===== src/common/uart_pkg.sv =====
package uart_pkg;

  localparam int CMD_WIDTH = 16;
  localparam int DATA_BITS = 8;
  localparam int RW_BIT    = 15;

  // idle line between the two frames of a write, in bit times
  localparam int GAP_BITS  = 2;

  typedef logic [DATA_BITS-1:0] byte_t;

  typedef enum logic [2:0]
  {
    IDLE,
    START,
    DATA,
    PARITY,
    STOP
  } frame_state_e;

  function automatic logic cmd_is_write(input logic [CMD_WIDTH-1:0] cmd);
    return cmd[RW_BIT];
  endfunction

  function automatic byte_t cmd_hi_byte(input logic [CMD_WIDTH-1:0] cmd);
    return cmd[CMD_WIDTH-1 -: DATA_BITS];
  endfunction

  function automatic byte_t cmd_lo_byte(input logic [CMD_WIDTH-1:0] cmd);
    return cmd[DATA_BITS-1:0];
  endfunction

  // bit that makes the total count of ones even
  function automatic logic even_parity(input byte_t data);
    return ^data;
  endfunction

endpackage


===== src/design/uart_core/uart_tx.sv =====
module uart_tx
  import uart_pkg::*;
#(
  parameter int CLKS_PER_BIT = 434
)
(
  input  logic  clk,
  input  logic  rst_n,
  input  logic  tx_start,
  input  byte_t tx_byte,
  output logic  tx_busy,
  output logic  tx
);

  localparam int CNT_W = $clog2(CLKS_PER_BIT + 1);
  localparam int IDX_W = $clog2(DATA_BITS);
  localparam logic [CNT_W-1:0] BIT_LAST = CNT_W'(CLKS_PER_BIT - 1);
  localparam logic [IDX_W-1:0] IDX_LAST = IDX_W'(DATA_BITS - 1);

  frame_state_e     state;
  logic [CNT_W-1:0] bit_cnt;
  logic [IDX_W-1:0] bit_idx;
  byte_t            shift_q;
  logic             parity_q;
  logic             bit_end;

  assign bit_end = (bit_cnt == BIT_LAST);
  assign tx_busy = (state != IDLE);

  always_ff @(posedge clk or negedge rst_n)
  begin
    if (!rst_n)
    begin
      state   <= IDLE;
      bit_cnt <= '0;
      bit_idx <= '0;
    end
    else
    begin
      if (state == IDLE || bit_end)
        bit_cnt <= '0;
      else
        bit_cnt <= bit_cnt + 1'b1;

      case (state)
        IDLE:
        begin
          if (tx_start)
            state <= START;
        end
        START:
        begin
          if (bit_end)
          begin
            state   <= DATA;
            bit_idx <= '0;
          end
        end
        DATA:
        begin
          if (bit_end)
          begin
            if (bit_idx == IDX_LAST)
              state <= PARITY;
            else
              bit_idx <= bit_idx + 1'b1;
          end
        end
        PARITY:
        begin
          if (bit_end)
            state <= STOP;
        end
        STOP:
        begin
          if (bit_end)
            state <= IDLE;
        end
        default:
          state <= IDLE;
      endcase
    end
  end

  // byte is taken only while idle
  always_ff @(posedge clk)
  begin
    if (state == IDLE && tx_start)
    begin
      shift_q  <= tx_byte;
      parity_q <= even_parity(tx_byte);
    end
    else if (state == DATA && bit_end)
      shift_q <= shift_q >> 1;
  end

  always_comb
  begin
    case (state)
      START:   tx = 1'b0;
      DATA:    tx = shift_q[0];
      PARITY:  tx = parity_q;
      default: tx = 1'b1;
    endcase
  end

endmodule


===== src/design/uart_core/uart_rx.sv =====
module uart_rx
  import uart_pkg::*;
#(
  parameter int CLKS_PER_BIT = 434
)
(
  input  logic  clk,
  input  logic  rst_n,
  input  logic  rx,
  output logic  rx_done,
  output byte_t rx_byte,
  output logic  rx_err
);

  localparam int CNT_W = $clog2(CLKS_PER_BIT + 1);
  localparam int IDX_W = $clog2(DATA_BITS);
  localparam logic [CNT_W-1:0] BIT_LAST  = CNT_W'(CLKS_PER_BIT - 1);
  localparam logic [CNT_W-1:0] HALF_LAST = CNT_W'(CLKS_PER_BIT / 2 - 1);
  localparam logic [IDX_W-1:0] IDX_LAST  = IDX_W'(DATA_BITS - 1);

  frame_state_e     state;
  logic [CNT_W-1:0] bit_cnt;
  logic [IDX_W-1:0] bit_idx;
  logic             rx_meta;
  logic             rx_sync;
  logic             rx_last;
  logic             fall;
  logic             bit_end;
  logic             half_end;
  byte_t            shift_q;
  logic             parity_bad_q;

  // two-flop synchronizer plus one stage for edge detect
  always_ff @(posedge clk or negedge rst_n)
  begin
    if (!rst_n)
    begin
      rx_meta <= 1'b1;
      rx_sync <= 1'b1;
      rx_last <= 1'b1;
    end
    else
    begin
      rx_meta <= rx;
      rx_sync <= rx_meta;
      rx_last <= rx_sync;
    end
  end

  assign fall     = rx_last & ~rx_sync;
  assign bit_end  = (bit_cnt == BIT_LAST);
  assign half_end = (bit_cnt == HALF_LAST);

  always_ff @(posedge clk or negedge rst_n)
  begin
    if (!rst_n)
    begin
      state   <= IDLE;
      bit_cnt <= '0;
      bit_idx <= '0;
      rx_done <= 1'b0;
    end
    else
    begin
      rx_done <= 1'b0;
      bit_cnt <= bit_cnt + 1'b1;
      case (state)
        IDLE:
        begin
          bit_cnt <= '0;
          if (fall)
            state <= START;
        end
        START:
        begin
          // still low at mid-bit, otherwise a glitch
          if (half_end)
          begin
            bit_cnt <= '0;
            bit_idx <= '0;
            state   <= rx_sync ? IDLE : DATA;
          end
        end
        DATA:
        begin
          if (bit_end)
          begin
            bit_cnt <= '0;
            if (bit_idx == IDX_LAST)
              state <= PARITY;
            else
              bit_idx <= bit_idx + 1'b1;
          end
        end
        PARITY:
        begin
          if (bit_end)
          begin
            bit_cnt <= '0;
            state   <= STOP;
          end
        end
        STOP:
        begin
          // back to idle at mid stop bit, line is high by now
          if (bit_end)
          begin
            rx_done <= 1'b1;
            state   <= IDLE;
          end
        end
        default:
          state <= IDLE;
      endcase
    end
  end

  always_ff @(posedge clk)
  begin
    if (state == DATA && bit_end)
      shift_q <= {rx_sync, shift_q[DATA_BITS-1:1]};
    if (state == PARITY && bit_end)
      parity_bad_q <= rx_sync ^ even_parity(shift_q);
    if (state == STOP && bit_end)
    begin
      rx_byte <= shift_q;
      rx_err  <= parity_bad_q | ~rx_sync;
    end
  end

endmodule


===== src/design/uart_cmd_ctrl.sv =====
module uart_cmd_ctrl
  import uart_pkg::*;
#(
  parameter int CLKS_PER_BIT = 434
)
(
  input  logic                 clk,
  input  logic                 rst_n,
  input  logic [CMD_WIDTH-1:0] cmd_in,
  input  logic                 cmd_vld,
  output logic                 cmd_rdy,
  output logic                 tx_start,
  output byte_t                tx_byte,
  input  logic                 tx_busy,
  input  logic                 rx_done,
  input  byte_t                rx_byte,
  input  logic                 rx_err,
  output logic                 read_rdy,
  output byte_t                read_data,
  output logic                 read_err
);

  localparam int GAP_CYCLES = GAP_BITS * CLKS_PER_BIT;
  localparam int GAP_W      = $clog2(GAP_CYCLES + 1);

  // line is idle from the cycle busy drops up to and including the
  // tx_start cycle, hence three cycles less of counting
  localparam logic [GAP_W-1:0] GAP_LAST = GAP_W'(GAP_CYCLES - 3);

  typedef enum logic [2:0]
  {
    C_IDLE,
    C_HI_START,
    C_HI_BUSY,
    C_GAP,
    C_LO_START,
    C_LO_BUSY,
    C_RESP
  } ctrl_state_e;

  ctrl_state_e          state;
  logic [GAP_W-1:0]     gap_cnt;
  logic [CMD_WIDTH-1:0] cmd_q;
  logic                 cmd_accept;
  logic                 gap_end;

  assign cmd_accept = cmd_vld & cmd_rdy;
  assign gap_end    = (state == C_GAP) && (gap_cnt == GAP_LAST);

  always_ff @(posedge clk or negedge rst_n)
  begin
    if (!rst_n)
    begin
      state    <= C_IDLE;
      gap_cnt  <= '0;
      cmd_rdy  <= 1'b1;
      tx_start <= 1'b0;
      read_rdy <= 1'b0;
    end
    else
    begin
      tx_start <= 1'b0;
      read_rdy <= 1'b0;
      case (state)
        C_IDLE:
        begin
          if (cmd_accept)
          begin
            cmd_rdy  <= 1'b0;
            tx_start <= 1'b1;
            state    <= C_HI_START;
          end
        end
        // busy shows up one cycle after tx_start
        C_HI_START:
          state <= C_HI_BUSY;
        C_HI_BUSY:
        begin
          if (!tx_busy)
          begin
            gap_cnt <= '0;
            state   <= cmd_is_write(cmd_q) ? C_GAP : C_RESP;
          end
        end
        C_GAP:
        begin
          if (gap_end)
          begin
            tx_start <= 1'b1;
            state    <= C_LO_START;
          end
          else
            gap_cnt <= gap_cnt + 1'b1;
        end
        C_LO_START:
          state <= C_LO_BUSY;
        C_LO_BUSY:
        begin
          if (!tx_busy)
          begin
            cmd_rdy <= 1'b1;
            state   <= C_IDLE;
          end
        end
        // no timeout here
        C_RESP:
        begin
          if (rx_done)
          begin
            read_rdy <= 1'b1;
            cmd_rdy  <= 1'b1;
            state    <= C_IDLE;
          end
        end
        default:
          state <= C_IDLE;
      endcase
    end
  end

  always_ff @(posedge clk)
  begin
    if (cmd_accept)
    begin
      cmd_q   <= cmd_in;
      tx_byte <= cmd_hi_byte(cmd_in);
    end
    else if (gap_end)
      tx_byte <= cmd_lo_byte(cmd_q);

    if (state == C_RESP && rx_done)
    begin
      read_data <= rx_byte;
      read_err  <= rx_err;
    end
  end

endmodule


===== src/design/uart_bridge.sv =====
module uart_bridge
  import uart_pkg::*;
#(
  parameter int CLKS_PER_BIT = 434
)
(
  input  logic                 clk,
  input  logic                 rst_n,
  input  logic [CMD_WIDTH-1:0] cmd_in,
  input  logic                 cmd_vld,
  output logic                 cmd_rdy,
  input  logic                 rx,
  output logic                 tx,
  output logic                 read_rdy,
  output byte_t                read_data,
  output logic                 read_err
);

  logic  tx_start;
  byte_t tx_byte;
  logic  tx_busy;
  logic  rx_done;
  byte_t rx_byte;
  logic  rx_err;

  uart_cmd_ctrl #(
    .CLKS_PER_BIT (CLKS_PER_BIT)
  ) uart_cmd_ctrl_i (
    .clk       (clk),
    .rst_n     (rst_n),
    .cmd_in    (cmd_in),
    .cmd_vld   (cmd_vld),
    .cmd_rdy   (cmd_rdy),
    .tx_start  (tx_start),
    .tx_byte   (tx_byte),
    .tx_busy   (tx_busy),
    .rx_done   (rx_done),
    .rx_byte   (rx_byte),
    .rx_err    (rx_err),
    .read_rdy  (read_rdy),
    .read_data (read_data),
    .read_err  (read_err)
  );

  uart_tx #(
    .CLKS_PER_BIT (CLKS_PER_BIT)
  ) uart_tx_i (
    .clk      (clk),
    .rst_n    (rst_n),
    .tx_start (tx_start),
    .tx_byte  (tx_byte),
    .tx_busy  (tx_busy),
    .tx       (tx)
  );

  // receiver runs continuously, sequencer filters
  uart_rx #(
    .CLKS_PER_BIT (CLKS_PER_BIT)
  ) uart_rx_i (
    .clk     (clk),
    .rst_n   (rst_n),
    .rx      (rx),
    .rx_done (rx_done),
    .rx_byte (rx_byte),
    .rx_err  (rx_err)
  );

endmodule


===== config.mk =====
export PLATFORM = sky130hd
export DESIGN_NAME = uart_bridge
export DESIGN_NICKNAME = d
export VERILOG_FILES = /design/src/common/uart_pkg.sv /design/src/design/uart_core/uart_tx.sv /design/src/design/uart_core/uart_rx.sv /design/src/design/uart_cmd_ctrl.sv /design/src/design/uart_bridge.sv
export SDC_FILE = /design/constraint.sdc
export NUM_CORES = 1
export LEC_CHECK = 0
export ABC_AREA = 1
export BUFFER_PORTS_ARGS = -buffer_cell sky130_fd_sc_hd__buf_2
export CORE_MARGIN = 2
export CORE_UTILIZATION = 35
export DETAILED_ROUTE_END_ITERATION = 16
export SYNTH_ARGS = -nofsm -noshare
export SYNTH_HDL_FRONTEND = slang
export SYNTH_SLANG_ARGS = --single-unit

===== constraint.sdc =====
create_clock -name clk -period 4.7 [get_ports clk]
set_clock_uncertainty 0.15 [all_clocks]
set_input_delay 1.41 -clock clk [delete_from_list [all_inputs] [get_ports clk]]
set_output_delay 1.41 -clock clk [all_outputs]
set_load 0.005 [all_outputs]

== After elaboration in Yosys (flattened, before gate mapping) ==
Cells that the tools add are included.

* Memories kept: 0
* Output and inout bits: 12
* Input port bits: 20
* ROM bits: 0
* Bits in registers: 110
* RAM bits: 0
* Bits in latches: 0
* Word-level logic and storage cells: 155

* Shifts and indexed selects: 0
* Magnitude comparators: 0
* Equal/unequal tests: 40
* Bitwise logic cells: 5
* $add $sub $neg: 5
* Reductions and logical operators: 28
* Divide/modulo/power cells: 0
* Multiplexer cells: 52
* Multiply operators: 0

{| class="wikitable"
|+ Operators with widths
! cell !! number
|-
| 2-to-1 mux 3 bit || 23
|-
| 2-to-1 mux 8 bit || 4
|-
| case mux 3 bit (5 select lines) || 2
|-
| != test 2 x 1 -> 1 bit (second input constant) || 14
|-
| 2-to-1 mux 9 bit || 3
|-
| case mux 9 bit (3 select lines) || 1
|-
| == test 3 bit (second input constant) || 7
|-
| case mux 3 bit (7 select lines) || 1
|-
| 2-to-1 mux 10 bit || 2
|-
| case mux 10 bit (2 select lines) || 1
|-
| adder 9 x 1 -> 9 bit (second input constant) || 2
|-
| == test 3 x 2 -> 1 bit (second input constant) || 6
|-
| == test 9 bit (second input constant) || 2
|-
| XOR reduction 8 bit || 2
|-
| != test 2 bit (second input constant) || 6
|-
| case mux 3 bit (2 select lines) || 2
|-
| AND reduction 4 bit || 3
|-
| AND reduction 6 bit || 2
|-
| adder 10 x 1 -> 10 bit (second input constant) || 1
|-
| == test 10 bit (second input constant) || 1
|-
| nonzero test 2 bit || 5
|-
| == test 3 x 1 -> 1 bit (second input constant) || 3
|-
| == test 9 x 8 -> 1 bit (second input constant) || 1
|-
| logical NOT 3 bit || 3
|-
| 15 further kinds || 33
|}

== Depth between registers and ports, before layout ==
Gate-level depths: netlist of run 1.

* Word-level depth: 4
* Mapped depth: 9
* Depth with buffers taken out: 9

== By module ==
Synthesis of run 1 repeated with hierarchy kept, for this count alone.

* Cell total of the unflattened synthesis: 533
* Area total of the unflattened synthesis: 5089.9 sq um

{| class="wikitable"
|+ By module, submodules not included
! module !! instances !! seq. area each (sq um) !! cells each !! area each (sq um)
|-
| uart_cmd_ctrl || 1 || 1182.4 || 199 || 1975.6
|-
| uart_rx || 1 || 1019.7 || 173 || 1760.4
|-
| uart_tx || 1 || 645.6 || 161 || 1353.8
|}

== Worst setup path after synthesis of run 1 ==
No wires, ideal clock.

* Kind: input-to-reg
* Start point: in cmd_vld
* End point: reg uart_cmd_ctrl_i.tx_byte[0] (data pin)
* Data arrival time: 2.172 ns
* Data required time: 4.294 ns
* Stages: 5
* Slack: 2.122 ns
* Buffers on the path: 1
* Cell sequence: nand2_1 buf_2 clkinv_1 nand2_1 nand2_1

* Cells in the longest elaborated chain, start to end: 2

{| class="wikitable"
|+ RTL lines
! what !! line !! source
|-
| from (decl) || uart_bridge.sv:10 || <nowiki>input logic cmd_vld,</nowiki>
|-
| bitwise AND 1 bit || uart_cmd_ctrl.sv:47 || <nowiki>assign cmd_accept = cmd_vld & cmd_rdy;</nowiki>
|-
| net uart_cmd_ctrl_i.cmd_accept || uart_cmd_ctrl.sv:44 || <nowiki>logic cmd_accept;</nowiki>
|-
| 2-to-1 mux 8 bit || uart_cmd_ctrl.sv:123 || <nowiki>if (cmd_accept)</nowiki>
|-
| to (signal assigned) || uart_cmd_ctrl.sv:126 || <nowiki>tx_byte <= cmd_hi_byte(cmd_in);</nowiki>
|-
| to (signal assigned) || uart_cmd_ctrl.sv:129 || <nowiki>tx_byte <= cmd_lo_byte(cmd_q);</nowiki>
|-
| to (decl) || uart_cmd_ctrl.sv:13 || <nowiki>output byte_t tx_byte,</nowiki>
|}

The timed path passes the listed nets, and every way through them passes these cells.
A chain may end at the register's enable or synchronous reset.

== Final worst setup path of run 1 ==
* Start point: reg uart_tx_i.state[0]
* End point: out tx

* Cells in the longest elaborated chain, start to end: 2
* Elaborated cells between the ends (all ways): 4
* Classes of those cells: eq/ne (3); mux (1)

{| class="wikitable"
|+ RTL lines
! what !! line !! source
|-
| from (decl) || uart_tx.sv:20 || <nowiki>frame_state_e state;</nowiki>
|-
| from (signal assigned) || uart_tx.sv:34 || <nowiki>state <= IDLE;</nowiki>
|-
| from (signal assigned) || uart_tx.sv:49 || <nowiki>state <= START;</nowiki>
|-
| from (signal assigned) || uart_tx.sv:55 || <nowiki>state <= DATA;</nowiki>
|-
| == test 3 x 2 -> 1 bit or == test 3 x 1 -> 1 bit (tied branches) || uart_tx.sv:99 || <nowiki>case (state)</nowiki>
|-
| case mux 1 bit (3 select lines) (*) || uart_tx.sv:99 ||
|-
| to (decl) || uart_bridge.sv:13 || <nowiki>output logic tx,</nowiki>
|}

Every way passes the cells marked *; elsewhere a longest branch is shown, timed or not.

==> impl_metrics.env, run 1 <==
export IMPL_worstSkewPairLatency_ns=0.34
export IMPL_grt_pass1_wl_mm=14.9
export IMPL_nets=579
export IMPL_avgSynthCellArea_sq_um=9.52
export IMPL_gp_congestion=0.864
export IMPL_crit_path_top_delay_cell="dfrtp_1"
export IMPL_max_freq_mhz=339
export IMPL_grt_setup_unrepaired="no"
export IMPL_dp_hpwl_mm=6.21
export IMPL_cts_resized=0
export IMPL_die_w_microns=122
export IMPL_grtUsageTotal_pct=12.4
export IMPL_antenna_found_initial=0
export IMPL_synth_area_top_cells="edfxtp_1 33%, dfrtp_1 24%, nand2_1 13%, inv_1 4.3%, nand3_1 3.9%"
export IMPL_vias=3418
export IMPL_synth_seq_area_share_pct=58.7
export IMPL_post_drt_wl_per_cell_microns=11.5
export IMPL_outcome="finished clean"
export IMPL_hold_depth=0
export IMPL_cp_slowest_stage_delay_ns=0.47
export IMPL_grt_overflow=0
export IMPL_cts_setup_buffers=0
export IMPL_multiInputGateArea_sq_um=1750
export IMPL_relSlewSlack_pct=25.8
export IMPL_reg2reg_to="uart_tx_i.shift_q[6]"
export IMPL_synth_edf_count=53
export IMPL_syn_area_sq_um=4850
export IMPL_hold_viol_final=0
export IMPL_die_area_sq_um=14800
export IMPL_min_from="uart_rx_i.rx_meta"
export IMPL_async_reset_ff_share_pct=48.5
export IMPL_drc=0
export IMPL_yosysMostFrequentCell="nand2_1"
export IMPL_syn_num_nets=541
export IMPL_cp_required_ns=3.14
export IMPL_ys_types=36
export IMPL_seq_area_sq_um=2850
export IMPL_postRouteAntennaNets=0
export IMPL_clock_path_buffers=2
export IMPL_setup_worst_path_class="flip-flop to primary output"
export IMPL_endpoint_kind="primary output"
export IMPL_io_buffer_count=31
export IMPL_viasPerCell=4.66
export IMPL_cts_tree="built"
export IMPL_htree_levels=3
export IMPL_firstDrtPassIters=5
export IMPL_diodes=0
export IMPL_nFillCells=1327
export IMPL_clock_sinks=103
export IMPL_initial_core_util_pct=35.4
export IMPL_tightest_slew_ns=1.10
export IMPL_layoutNonFillerInstCount=733
export IMPL_dp_cells=717
export IMPL_routed_wl_mm=8.42
export IMPL_hold_buffers=0
export IMPL_core_sq_um=13700
export IMPL_cp_cell_sequence="inv_1 -> nor3_1 -> nand2_1 -> nand3b_1 -> buf_2"
export IMPL_yosysWarningCount=0
export IMPL_postSynthCellCount=510
export IMPL_area_growth_pct=13.8
export IMPL_setup_viol=0
export IMPL_r2r_start="uart_tx_i.bit_cnt[1]"
export IMPL_clkTransAtPathRegs_ns=0.07
export IMPL_critPathBufInv=2
export IMPL_cp_arrival_ns=1.39
export IMPL_worst_setup_path_start_kind="flip-flop"
export IMPL_worst_path_max_fanout=5
export IMPL_cts_root_buf="clkbuf_16"
export IMPL_p_per_area_nw_per_um2=354
export IMPL_max_cap_violations=0
export IMPL_yosys_register_bits=103
export IMPL_synth_common_cells="167 x nand2_1, 55 x inv_1, 53 x edfxtp_1, 46 x dfrtp_1, 38 x nand3_1"
export IMPL_period_share_pct=62.7
export IMPL_die_y_microns=122
export IMPL_rows=43
export IMPL_cts_inserted_buffers=9
export IMPL_synth_top_cell_by_area="edfxtp_1"
export IMPL_drive_above_1_share_pct=13.6
export IMPL_utilization_pct=40.3
export IMPL_ys_flop_type="edfxtp_1"
export IMPL_hp_class="flip-flop to flip-flop"
export IMPL_r2r_slack_ns=2.34
export IMPL_final_max_slew_viol_count=0
export IMPL_power_total_uw=1960
export IMPL_yosys_area_top_type_share_pct=32.8
export IMPL_grt_pass1_vias=3321
export IMPL_whs_endpoint="uart_rx_i.rx_sync"
export IMPL_fin_tns_setup_ns=0
export IMPL_p_leak_uw=0.00245
export IMPL_fin_crit_ns=2.95
export IMPL_irDropWorstVdd_mv=0.214
export IMPL_ios=32
export IMPL_grt_max_degree=33
export IMPL_critPathTopFamily="flip-flops"
export IMPL_drt_iter0_markers=212
export IMPL_r2r_cells=6
cell usage in the layout (no fill, tap or decap), drive strengths merged, types with 2 or more instances in the layout:
master	synthesis	final
ha	11	11
nand3	39	39
edfxtp	53	53
nand3b	6	6
o21ai	14	14
buf	5	32
xnor2	10	10
xor2	10	10
dfstp	4	4
nor2	29	29
nand4	17	17
dfrtp	46	46
or2	3	3
clkinv	1	2
nand2	173	173
a21oi	12	12
inv	58	63
clkbuf	0	9
nor3	15	15
sequential cells by signal, summed over array words and instances (netlist names), 3 cells and up:
name,cells
uart_cmd_ctrl_i.gap_cnt,10
uart_rx_i.state,3
uart_tx_i.shift_q,8
uart_tx_i.bit_idx,3
uart_cmd_ctrl_i.tx_byte,8
uart_rx_i.bit_cnt,9
uart_rx_i.bit_idx,3
uart_tx_i.bit_cnt,9
uart_cmd_ctrl_i.state,3
uart_tx_i.state,3
uart_cmd_ctrl_i.read_data,8
uart_cmd_ctrl_i.cmd_q,9
uart_rx_i.rx_byte,8
uart_rx_i.shift_q,8
power breakdown:
group,internal (uW),switching (uW)
sequential,967,30.4
combinational,60.3,122
clock,429,349
stage by stage:
step / worst slack (ns) / hold slack [ns] / area (sq um)
floorplan: 2.12 / 0.195 / 4850
global placement: 1.83 / 0.198 / 5210
detailed placement: 1.73 / 0.198 / 5210
CTS: 1.73 / 0.208 / 5530
global route: 1.62 / 0.217 / 5530
finish: 1.75 / 0.208 / 5530
worst reg2reg max path: cells and delay by family (launching register included):
family                     cells  cell delay, ns
DFF                            1            0.40
AOI/OAI and AO/OA              1            0.90
adders and majority gates      1            0.13
buffers and inverters          1            0.06
and+or+nand+nor                3            0.34
area by class of cell:
class                      instances  area share [%]
sequential                       103            51.5
inverter                          59            4.01
multi-input combinational        343            31.7
clock inverter                     7            1.68
clock buffer                       9            4.08
tap                              180            4.08
timing repair buffer              32            2.94
worst max-delay path by stage:
| stage | from | endpoint | depth (start not counted) | slack, ns |
|---|---|---|---|---|
| finish | uart_tx_i.state[0] | tx | 5 | 1.75 |
| detailed placement | cmd_vld | uart_cmd_ctrl_i.tx_byte[5] | 5 | 1.73 |
| global route | uart_tx_i.state[0] | tx | 5 | 1.62 |
| CTS | uart_tx_i.state[0] | tx | 5 | 1.73 |
| floorplan | cmd_vld | uart_cmd_ctrl_i.tx_byte[0] | 5 | 2.12 |
| global placement | cmd_vld | uart_cmd_ctrl_i.tx_byte[5] | 5 | 1.83 |
routing by layer:
metal | routed length (microns) | vias up | share of wire, % | GRT usage (%)
li1 | - | 1750 | - | -
met1 | 3930 | 1617 | 47 | 15.7
met2 | 4140 | 38 | 49 | 20.6
met3 | 212 | 13 | 2.5 | 3.28
met4 | 144 | 0 | 1.7 | 4.09
met5 | 0 | - | 0 | 0
cells by family after synthesis:
kind of cell               synth area share, %
AOI/OAI and AO/OA                         2.99
xor gates and xnor gates                  3.61
adders and majority gates                 2.84
buffers and inverters                     5.26
DFF                                       58.7
and+or+nand+nor                           26.6
Note: power is estimated with default switching activity, not from simulation.
==> run 2: changes to the inputs <==
==> constraint.sdc (replaced) <==
create_clock -name clk -period 2.7 [get_ports clk]
set_clock_uncertainty 0.15 [all_clocks]
set_input_delay 0.81 -clock clk [delete_from_list [all_inputs] [get_ports clk]]
set_output_delay 0.81 -clock clk [all_outputs]
set_load 0.005 [all_outputs]
==> impl_metrics.env, run 2 (synthesis gave the netlist of run 1 again) <==
export IMPL_final_cell_mix="167 x nand2_1, 55 x inv_1, 53 x edfxtp_1, 46 x dfrtp_1, 38 x nand3_1"
export IMPL_largest_register_ffs=10
export IMPL_netSwitchingPower_uw=887
export IMPL_setup_worst_path_class="flip-flop to primary output"
export IMPL_worstSkewPairLatency_ns=0.35
export IMPL_initial_core_util_pct=35.4
export IMPL_grtUsageTotal_pct=12.5
export IMPL_cts_root_buf="clkbuf_16"
export IMPL_worst_setup_path_start_kind="flip-flop"
export IMPL_nFillCells=1316
export IMPL_viasPerCell=4.64
export IMPL_p_per_area_nw_per_um2=601
export IMPL_htree_levels=3
export IMPL_whs_ns=0.208
export IMPL_wl_met2_mm=4.30
export IMPL_hold_viol_final=0
export IMPL_max_cap_violations=0
export IMPL_p_leak_uw=0.00246
export IMPL_met1Wirelength_mm=3.94
export IMPL_pre_cts_ws_ns=0.413
export IMPL_clock_sinks=103
export IMPL_setup_viol=0
export IMPL_final_common_cell="nand2_1"
export IMPL_p_comb_share_pct=9.9
export IMPL_die_area_sq_um=14800
export IMPL_top_register="uart_cmd_ctrl_i.gap_cnt"
export IMPL_grt_max_degree=23
export IMPL_cts_setup_buffers=0
export IMPL_power_total_uw=3330
export IMPL_cts_tree="built"
export IMPL_drt_iter0_markers=217
export IMPL_internal_power_uw=2440
export IMPL_tightest_slew_ns=1.03
export IMPL_nets=583
export IMPL_post_drt_wl_per_cell_microns=11.8
export IMPL_p_clk_share_pct=38.0
export IMPL_period_share_pct=89.3
export IMPL_grt_pass1_wl_mm=14.9
export IMPL_area_growth_pct=14.1
export IMPL_postRouteAntennaNets=0
export IMPL_setup_ws_ns=0.290
export IMPL_final_max_slew_viol_count=0
export IMPL_cts_inserted_buffers=9
export IMPL_drc=0
export IMPL_fin_tns_setup_ns=0
export IMPL_die_y_microns=122
export IMPL_drive_above_1_share_pct=14.2
export IMPL_fin_crit_ns=2.41
export IMPL_io_buffer_count=31
export IMPL_cp_arrival_ns=1.45
export IMPL_clkTransAtPathRegs_ns=0.07
export IMPL_grt_overflow=0
export IMPL_antenna_found_initial=0
export IMPL_hold_buffers=0
export IMPL_core_sq_um=13700
export IMPL_diodes=0
export IMPL_irDropWorstVdd_mv=0.383
export IMPL_dr_max_layer_used="met4"
export IMPL_cts_resized=0
export IMPL_max_freq_mhz=415
export IMPL_rows=43
export IMPL_worst_path_max_fanout=5
export IMPL_dr_wl_met3_microns=358
export IMPL_clock_path_buffers=2
export IMPL_gp_congestion=0.847
export IMPL_hp_class="flip-flop to flip-flop"
export IMPL_grt_pass1_vias=3326
export IMPL_vias=3418
export IMPL_outcome="finished clean"
export IMPL_grt_setup_unrepaired="no"
export IMPL_relSlewSlack_pct=30.4
export IMPL_routed_wl_mm=8.70
export IMPL_swShare_pct=26.7
export IMPL_cp_required_ns=1.74
export IMPL_dp_hpwl_mm=6.33
export IMPL_firstDrtPassIters=4
export IMPL_power_frac_seq_pct=52.1
export IMPL_ios=32
export IMPL_endpoint_kind="primary output"
export IMPL_die_w_microns=122
## run 2: cell types whose count changed in the layout (fill, tap and decap cells not counted), sizes merged
cell,before,now
bufinv,1,0
clkinvlp,0,1
buf,32,36
clkinv,2,4
inv,63,61
## run 2: layout make-up
| cell class | count | area, sq um | area share [%] |
|---|---|---|---|
| Timing Repair Buffer | 36 | 193 | 3.48 |
| Clock buffer | 9 | 225 | 4.07 |
| Multi-Input combinational cell | 343 | 1750 | 31.6 |
| Tap cell | 180 | 225 | 4.07 |
| Sequential cell | 103 | 2850 | 51.4 |
| Clock inverter | 7 | 75.1 | 1.36 |
| Inverter | 59 | 221 | 4.00 |
## run 2: power by group through the flow
| stage | clock network [uW] | registers, uW | logic [uW] |
|---|---|---|---|
| after floorplan | 0 | 1750 | 245 |
| after global placement | 0 | 1760 | 318 |
| after detailed placement | 0 | 1760 | 332 |
| after CTS | 1320 | 1730 | 333 |
| after global routing | 1380 | 1740 | 372 |
| final | 1270 | 1730 | 331 |
## run 2: worst max-delay path, stage by stage, from the launching register on
cell and delay [ns]:
dfrtp_1 0.45, inv_1 0.09, nor3_1 0.27, nand2_1 0.08
nand3b_1 0.10, buf_2 0.11
## run 2: worst paths after layout
path	from	end	slack [ns]	depth (start not counted)
max reg2reg	uart_tx_i.bit_cnt[1]	uart_tx_i.shift_q[3]	0.43	6
min	uart_rx_i.rx_meta	uart_rx_i.rx_sync	0.21	0
max	uart_tx_i.state[0]	tx	0.29	5
max in group asynchronous	rst_n	uart_rx_i.rx_last	1.46	2
min reg2reg	uart_rx_i.rx_meta	uart_rx_i.rx_sync	0.21	0
min in group asynchronous	rst_n	uart_tx_i.bit_idx[2]	0.28	1
## run 2: through the flow
stage               area (sq um)  utilization (%)  instances
floorplan                   4850                -        510
global placement            5240             38.2        721
detailed placement          5240             38.2        721
CTS                         5540             40.4        737
global route                5540             40.4        737
finish                      5540             40.4        737
## run 2: layer usage
layer,vias to the layer above,global-route usage [%]
li1,1760,-
met1,1588,15.4
met2,60,20.8
met3,10,4.21
met4,0,4.09
met5,-,0
